## config.mk

```make
export PLATFORM = sky130hd
export DESIGN_NAME = pe_qz_pack
export DESIGN_NICKNAME = d
export VERILOG_FILES = /design/src/verilog/pe_pkg.sv /design/src/verilog/pe_qz_pack.sv
export SDC_FILE = /design/constraint.sdc
export NUM_CORES = 1
export LEC_CHECK = 0
export BUFFER_PORTS_ARGS = -buffer_cell sky130_fd_sc_hd__buf_2
export CAP_MARGIN = 25
export CELL_PAD_IN_SITES_DETAIL_PLACEMENT = 0
export CELL_PAD_IN_SITES_GLOBAL_PLACEMENT = 1
export CORE_UTILIZATION = 40
export CTS_BUF_LIST = sky130_fd_sc_hd__clkbuf_16
export CTS_CLUSTER_SIZE = 20
export DETAILED_ROUTE_END_ITERATION = 8
export GPL_ROUTABILITY_DRIVEN = 0
export PLACE_DENSITY_LB_ADDON = 0.1
export SLEW_MARGIN = 40
export SYNTH_ARGS = -nofsm -noshare
export SYNTH_HDL_FRONTEND = slang
export SYNTH_SLANG_ARGS = --single-unit
```

## constraint.sdc

```tcl
create_clock -name clk -period 1.4 [get_ports clk]
set_input_delay 0.07 -clock clk [delete_from_list [all_inputs] [get_ports clk]]
set_output_delay 0.07 -clock clk [all_outputs]
set_load 0.05 [all_outputs]
```

## src/verilog/pe_pkg.sv

```systemverilog
`default_nettype none

package pe_pkg;

    // ====================
    // array shape
    // ====================
    localparam int ROWS      = 4;
    localparam int BYTE_W    = 8;
    localparam int ACT_BYTES = 8;
    localparam int WORD_W    = BYTE_W * ACT_BYTES;

    // arithmetic widths
    localparam int BIAS_W  = 32;
    localparam int ACC_W   = 32;
    localparam int SCALE_W = 32;
    // shift index, only 0..15 supported
    localparam int IDX_W   = 8;
    localparam int ZW_W    = 16;

    // output packer
    localparam int PACK_COUNT = 8;
    localparam int PACK_CNT_W = $clog2(PACK_COUNT);
    localparam logic [PACK_CNT_W-1:0] PACK_LAST = PACK_CNT_W'(PACK_COUNT - 1);

    // ====================
    // configuration defaults after reset
    // ====================
    localparam logic [SCALE_W-1:0] M0_RESET    = 32'h4c138271;
    localparam logic [IDX_W-1:0]   INDEX_RESET = 8'd7;
    localparam logic [ZW_W-1:0]    ZW_RESET    = 16'd158;
    localparam logic [BYTE_W-1:0]  Z3_RESET    = 8'd0;

endpackage

`default_nettype wire

```

## src/verilog/pe_qz_pack.sv

```systemverilog
`timescale 1ns/10ps
`default_nettype none

module pe_qz_pack (
    input  logic                      clk,
    input  logic                      reset,
    input  logic [pe_pkg::BYTE_W-1:0] byte_in,
    input  logic                      byte_valid,
    output logic [pe_pkg::WORD_W-1:0] word,
    output logic                      word_valid
);

    logic [pe_pkg::PACK_CNT_W-1:0] cnt;
    logic [pe_pkg::WORD_W-1:0]     shreg;

    // ====================
    // byte counter
    // ====================
    always_ff @(posedge clk) begin
        if (reset) begin
            cnt        <= '0;
            word_valid <= 1'b0;
        end else begin
            word_valid <= byte_valid && (cnt == pe_pkg::PACK_LAST);
            if (byte_valid)
                cnt <= cnt + 1'b1;
        end
    end

    // new byte enters at the top, so the first byte of a run ends in the low lane
    always_ff @(posedge clk) begin
        if (byte_valid)
            shreg <= {byte_in, shreg[pe_pkg::WORD_W-1:pe_pkg::BYTE_W]};
    end

    // word stays put through the valid cycle even if the next run starts
    assign word = shreg;

endmodule

`default_nettype wire

```

==> flow_summary_export.csv, run 1 <==
group,metric,value,unit
synth,netlist.area_leader.share,92.6,%
pwr,power_density,1730,nW/um2
global_routing,gr-total-overflow,0,
timing,slew_headroom,76.4,%
synth,synth_area,2070,um2
final_layout,final_cells,246,
floorplanning,die_area,5480,um2
synth,seq_area_frac_synth,96.5,%
final_layout,finalNetCount,187,
worst_setup_path,cp-end-kind,"flip-flop",
synth,ys_async_sr_fraction,0,%
drt,drtAntennaViolNets,0,
worst_setup_path,critical_path_class,"flip-flop to flip-flop",
synth,synth-seq-cells,68,
worst_setup_path,critPathLaunch,"cnt[0]$_SDFFE_PP0P_",
pwr,power,5.06,mW
synth,yosys_warnings,0,
clock_network,cts_tree,"yes",
synth,yosys-top-cells-count,"64 x edfxtp_1, 4 x dfxtp_1, 4 x nor2_1",
clock_network,cts.sinks,68,
floorplanning,core,4850,um2
final_layout,diodes,0,
synth,ys.flop_type,"edfxtp_1",
worst_setup_path,required,1.61,ns
timing,setup_viol,0,
timing,clock_skew,0.00554,ns
synth,yosysMostFrequentCell,"edfxtp_1",
global_routing,grt_pass1_vias,1016,
worst_setup_path,ff2ff_setup_slack,0.31,ns
synth,yosys-top-cells-area,"edfxtp_1 93%, dfxtp_1 3.9%, ha_1 1.2%",
worst_setup_path,cp-start-kind,"flip-flop",
timing,hold_violations,0,
timing,fin_crit_sh,77.6,%
worst_setup_path,rr_worst_depth,4,
worst_setup_path,r2r_start,"cnt[0]$_SDFFE_PP0P_",
synth,synth_cells,78,
timing,post-route-min-period,1.09,ns
clock_network,cts_buffers,9,
synth,synth_edf_count,64,
timing,rsz0062_at_grt,"false",
synth,synth.distinct_cells,7,
outcome,status,"finished clean",
place,hpwlAfterDp,1.88,mm
floorplanning,die_w,74.0,um
timing,maxSlewViolCount,0,
drt,drc_errors,0,
clock_network,cts_resized,0,
floorplanning,row_count,25,
final_layout,area_growth,40.8,%
synth,post_synth.cell_area_avg,26.6,um2
clock_network,clock-root-buffer,"clkbuf_16",
worst_hold_path,hold_path.class,"input pin to flip-flop",
job,cap_violations,0,
global_routing,grt_pass1_wl,4.58,mm
worst_setup_path,path_max_fanout,2,
pwr,ir_drop,942,uV
final_layout,drive_above_1_share,48.0,%
drt,wl,3.11,mm
timing,whs,0.278,ns
worst_setup_path,rr_endpoint,"cnt[2]$_SDFFE_PP0P_",
timing,finalSetupTns,0,ns
drt,wl_per_cell,12.6,um
global_routing,track_usage,12.3,%
floorplanning,die_y,74.0,um
drt,first_pass_iters,4,
clock_network,worst_skew_pair.late_latency,0.32,ns
final_layout,n_fill_cell,372,
floorplanning,io_pins,76,
clock_network,cts_buffer_depth,2,
global_routing,grt_max_degree,69,
place,placed_cells,221,
worst_setup_path,crit_path_end,"cnt[2]$_SDFFE_PP0P_",
timing,tightestPinTransition,0.354,ns
synth,synth_top_area_cell,"edfxtp_1",
floorplanning,floorplan.initialDensity,42.8,%
drt,via_per_inst,4.33,
pwr,p_leak,1.19,nW
place,io_buffer_count,75,
worst_setup_path,worstPathArrival,1.30,ns
drt,first_iter_violations,52,
timing,fmax,0.920,GHz
drt,vias,1066,
clock_network,htree_levels,3,
synth,synth_fp_nets,91,
clock_network,cts.clk_slew.worst_paths,0.05,ns
global_routing,antenna_found_initial,0,
[power by group]
part           switching, mW  total [mW]  internal (mW)
clock                  0.708        2.04           1.34
combinational          0.479       0.591          0.113
sequential            0.0485        2.42           2.37
total                   1.24        5.06           3.82
[registers in the layout, indices dropped and copies added, names as in the netlist]
register,count
cnt,3
word,64
word_valid,1
[how the worst min path moves through the flow]
| stage | from | slack, ns | depth (start not counted) | to |
|---|---|---|---|---|
| finish | byte_valid | 0.28 | 4 | word_valid$_SDFF_PP0_ |
| global route | byte_valid | 0.30 | 2 | word[50]$_DFFE_PP_ |
| CTS | byte_valid | 0.27 | 4 | word_valid$_SDFF_PP0_ |
| detailed placement | byte_in[1] | 0.25 | 1 | word[57]$_DFFE_PP_ |
| global placement | byte_in[4] | 0.25 | 1 | word[60]$_DFFE_PP_ |
| floorplan | reset | 0.14 | 1 | word_valid$_SDFF_PP0_ |
[repair_timing]
item | in CTS | in global routing
hold buffers | 9 | 0
hold endpoints to repair | 12 | 0
setup buffers | 0 | 0
[per-stage QoR]
stage / utilization, % / setup WS (ns) / instance area [um2]
floorplan: - / 0.378 / 2070
global placement: 52.7 / 0.367 / 2550
detailed placement: 52.7 / 0.309 / 2550
CTS: 60.3 / 0.302 / 2920
global route: 60.3 / 0.290 / 2920
finish: 60.3 / 0.314 / 2920
[cell type report]
class / count / area, um2 / area share (%)
sequential: 68 / 2000 / 68.5
timing repair buffer: 85 / 485 / 16.6
clock buffer: 9 / 225 / 7.71
tap: 67 / 83.8 / 2.87
multi-input combinational: 10 / 72.6 / 2.48
clock inverter: 7 / 52.6 / 1.80
[metal layers]
layer  vias up  routed length, um  global-route usage [%]  part of all wire [%]
li1        503                  -                       -                     -
met1       501               1200                    12.5                    39
met2        54               1550                    18.9                    50
met3         8                259                    4.88                   8.3
met4         0                 95                    12.2                   3.1
met5         -                  0                       0                     0
[critical path, stage by stage, from the launching register on]
cell and delay, ns:
dfxtp_1 0.32, ha_1 0.20, ha_1 0.27, mux2i_1 0.14
nor2_1 0.05
[cells in the final DEF, fill, tap and decap left out, drive strengths merged]
master / count
clkinv: 2
xnor2: 1
nor2: 4
buf: 76
dfxtp: 4
inv: 4
ha: 2
bufinv: 1
edfxtp: 64
clkbuf: 9
mux2i: 2
nand2: 1
dlygate4sd3: 9
[logic make-up (layout without fill, tap and decap cells)]
family	Yosys count	count (layout)	share of synthesized area [%]
adder cells (fa/ha/maj)	2	2	1.21
AND/OR/NAND/NOR	5	5	0.904
flip-flops	68	68	96.5
multiplexers	2	2	0.965
XOR/XNOR	1	1	0.422
buffers and inverters	0	101	0
Power figures use the tool's default switching activity.
==> inputs of run 2 (changes only) <==
--- a/config.mk
+++ b/config.mk
@@ -5,11 +5,12 @@
 export SDC_FILE = /design/constraint.sdc
 export NUM_CORES = 1
 export LEC_CHECK = 0
+export ABC_AREA = 1
 export BUFFER_PORTS_ARGS = -buffer_cell sky130_fd_sc_hd__buf_2
 export CAP_MARGIN = 25
 export CELL_PAD_IN_SITES_DETAIL_PLACEMENT = 0
 export CELL_PAD_IN_SITES_GLOBAL_PLACEMENT = 1
-export CORE_UTILIZATION = 40
+export CORE_UTILIZATION = 36
 export CTS_BUF_LIST = sky130_fd_sc_hd__clkbuf_16
 export CTS_CLUSTER_SIZE = 20
 export DETAILED_ROUTE_END_ITERATION = 8
==> constraint.sdc (replaced) <==
create_clock -name clk -period 0.9 [get_ports clk]
set_input_delay 0.045 -clock clk [delete_from_list [all_inputs] [get_ports clk]]
set_output_delay 0.045 -clock clk [all_outputs]
set_load 0.05 [all_outputs]
==> run 2 against run 1 <==
  * The flow now finishes with violations (negative setup slack)
  * Count of clock-buffer cells in the layout did not move
  * Via count increased by 16%
  * Synthesized cell count rose by 12%
  * Global-route usage up 0.91 points
  * Clock power grew 43%
  * Sequential power grew 58%
  * Combinational power increased by 120%
  * Maximum frequency up 7.4%
  * Register-to-register slack worse by 0.43 ns
  * Area after synthesis rose by 0.78%
  * Power rose by 59%
  * Routed wire length increased by 21%
==> flow_summary_export.csv, run 2 <==
group,metric,value,unit
worst_setup_path,required,1.16,ns
worst_setup_path,slowest_stage,"dfxtp_2",
outcome,failed_checks,"negative setup slack",
synth,synth.distinct_cells,6,
synth,yosys_warnings,0,
outcome,status,"finished with violations",
synth,seq_area_frac_synth,95.8,%
synth,synth_fp_nets,100,
floorplanning,die_area,6120,um2
synth,synth_top_area_cell,"edfxtp_1",
synth,ys_async_sr_fraction,0,%
worst_hold_path,hold_path.class,"input pin to flip-flop",
drt,via_per_inst,4.26,
final_layout,n_fill_cell,395,
timing,rsz0062_at_grt,"true",
synth,post_synth.cell_area_avg,24.0,um2
clock_network,cts.clk_slew.worst_paths,0.05,ns
timing,fmax,0.988,GHz
final_layout,drive_above_1_share,57.8,%
floorplanning,core,5540,um2
place,io_buffer_count,75,
pwr,p_seq_share,47.6,%
timing,post-route-min-period,1.01,ns
synth,synth_edf_count,64,
pwr,netSwitchingPower,2.04,mW
final_layout,layout_commonest_cell,"buf_6",
worst_setup_path,path_max_fanout,2,
timing,slew_headroom,88.0,%
worst_setup_path,worst_path_largest_cell_delay,0.33,ns
timing,setup_ws,-0.112,ns
pwr,p_leak,1.49,nW
clock_network,cts_buffer_depth,2,
global_routing,gr-total-overflow,0,
worst_setup_path,critical_path_class,"flip-flop to flip-flop",
pwr,power_density,2210,nW/um2
worst_setup_path,worstPathArrival,1.27,ns
worst_hold_path,hold_depth,1,
timing,whs,0.0701,ns
pwr,p_int,5.98,mW
global_routing,grt_pass1_vias,1208,
timing,tightestPinTransition,0.180,ns
place,hpwlAfterDp,2.21,mm
synth,yosys-top-cells-count,"64 x edfxtp_1, 7 x nand2_1, 7 x nor2_1",
pwr,switching_share,25.4,%
worst_setup_path,crit_chain,"ha_4 -> ha_4 -> inv_2 -> nand2_2 -> nand2_1 -> nor2_1",
synth,synth_area,2090,um2
final_layout,final_cell_mix,"71 x buf_6, 64 x edfxtp_1, 24 x buf_4",
pwr,combPwrFrac,16.0,%
worst_setup_path,ff2ff_setup_slack,-0.11,ns
pwr,pwr-share-clk,36.4,%
drt,drc_errors,0,
worst_setup_path,rr_worst_depth,6,
global_routing,track_usage,13.2,%
synth,yosysMostFrequentCell,"edfxtp_1",
clock_network,cts.sinks,68,
global_routing,grt_max_degree,27,
place,dpl-instance-area,2650,um2
worst_setup_path,rr_endpoint,"cnt[2]$_SDFFE_PP0P_",
floorplanning,die_y,78.2,um
timing,hold_violations,0,
place,pre_cts_ws,-0.0857,ns
worst_setup_path,r2r_start,"cnt[1]$_SDFFE_PP0P_",
clock_network,clock-root-buffer,"clkbuf_16",
final_layout,stdcell_area,3620,um2
synth,ys.flop_type,"edfxtp_1",
clock_network,htree_levels,3,
drt,wl_per_cell,12.9,um
final_layout,area_growth,73.2,%
floorplanning,floorplan.initialDensity,37.7,%
timing,setup_viol,61,
synth,netlist.area_leader.share,91.9,%
worst_setup_path,cp_common_cell,"ha_4",
final_layout,finalNetCount,227,
floorplanning,row_count,27,
drt,wl,3.75,mm
timing,fin_crit_sh,112,%
pwr,ir_drop,1360,uV
worst_hold_path,hp-start,"byte_valid",
synth,synth-seq-cells,68,
clock_network,cts_tree,"yes",
drt,first_pass_iters,4,
drt,vias,1236,
synth,yosys-top-cells-area,"edfxtp_1 92%, dfxtp_1 3.8%, nand2_1 1.3%",
final_layout,largest_reg_flops,64,
synth,synth_cells,87,
timing,clock_skew,0.00469,ns
drt,drtAntennaViolNets,0,
timing,maxSlewViolCount,0,
final_layout,diodes,0,
worst_hold_path,min_to,"word[40]$_DFFE_PP_",
final_layout,post-route-util,65.4,%
drt,first_iter_violations,48,
job,cap_violations,0,
floorplanning,io_pins,76,
worst_setup_path,cp-end-kind,"flip-flop",
global_routing,grt_pass1_wl,5.68,mm
floorplanning,die_w,78.2,um
clock_network,worst_skew_pair.late_latency,0.32,ns
clock_network,cts_buffers,9,
worst_setup_path,cp-start-kind,"flip-flop",
global_routing,antenna_found_initial,0,
run 2: cell count changes in the layout (fill, tap and decap cells not counted), sizes merged, moves of 2 or more:
cell | previous run | this run
buf | 76 | 107
nand2 | 1 | 7
nor2 | 4 | 7
clkinv | 2 | 4
mux2i | 2 | 0
run 2: power by group through the flow:
stage | logic [mW] | clock network (mW) | registers, mW
2_1_floorplan | 0.0326 | 0 | 4.45
3_3_place_gp | 0.929 | 0 | 3.82
4_1_cts | 1.21 | 3.02 | 3.82
6_report | 1.28 | 2.92 | 3.82
5_1_grt | 1.33 | 3.16 | 3.83
3_5_place_dp | 0.937 | 0 | 3.84
run 2: area by class of cell:
class / instances / area [um2] / area share (%)
clock buffer: 9 / 225 / 6.22
clock inverter: 6 / 26.3 / 0.725
inverter: 3 / 11.3 / 0.311
multi-input combinational: 16 / 105 / 2.90
sequential: 68 / 2000 / 55.3
tap: 72 / 90.1 / 2.49
timing repair buffer: 116 / 1160 / 32.0
run 2: how the worst max path moves through the flow:
stage	startpoint	to	slack [ns]	depth (start not counted)
finish	cnt[1]$_SDFFE_PP0P_	cnt[2]$_SDFFE_PP0P_	-0.11	6
global route	cnt[1]$_SDFFE_PP0P_	cnt[2]$_SDFFE_PP0P_	-0.18	6
CTS	cnt[1]$_SDFFE_PP0P_	cnt[2]$_SDFFE_PP0P_	-0.1	6
detailed placement	cnt[1]$_SDFFE_PP0P_	cnt[2]$_SDFFE_PP0P_	-0.09	6
global placement	cnt[1]$_SDFFE_PP0P_	cnt[2]$_SDFFE_PP0P_	-0.05	6
floorplan	cnt[0]$_SDFFE_PP0P_	cnt[2]$_SDFFE_PP0P_	-0.04	6
run 2: what timing repair did:
item,in CTS,in global routing
pin swaps,0,3
buffers inserted,13,14
setup endpoints to repair,66,66
hold endpoints to repair,11,0
hold buffers,9,0
resized for setup,130,9
cloned,0,0
run 2: worst max-delay path, delay by kind of cell (launching register included):
| kind | cells | cell delay [ns] |
|---|---|---|
| adders and majority gates | 2 | 0.41 |
| buffers and inverters | 1 | 0.03 |
| and+or+nand+nor | 3 | 0.16 |
| DFF | 1 | 0.33 |
run 2: stage by stage:
step                      cells  setup TNS (ns)  total power [mW]
after detailed placement    239         -0.0857              4.77
after floorplan              87           -1.65              4.48
final                       290           -2.20              8.02
after global routing        290           -4.27              8.33
after CTS                   276           -2.91              8.05
after global placement      239         -0.0479              4.75
run 2: logic make-up (layout without fill, tap and decap cells):
group / count (synthesis) / after routing / share of synthesized area (%)
buffers and inverters: 3 / 134 / 0.539
adder cells (fa/ha/maj): 2 / 2 / 1.20
flip-flops: 68 / 68 / 95.8
AND/OR/NAND/NOR: 14 / 14 / 2.51
run 2: layer usage:
layer  GRT usage [%]  wire (um)  vias to the layer above
li1                -          -                      583
met1            14.5       1420                      588
met2            20.2       1940                       57
met3            5.58        297                        8
met4            10.0         97                        0
met5               0          0                        -
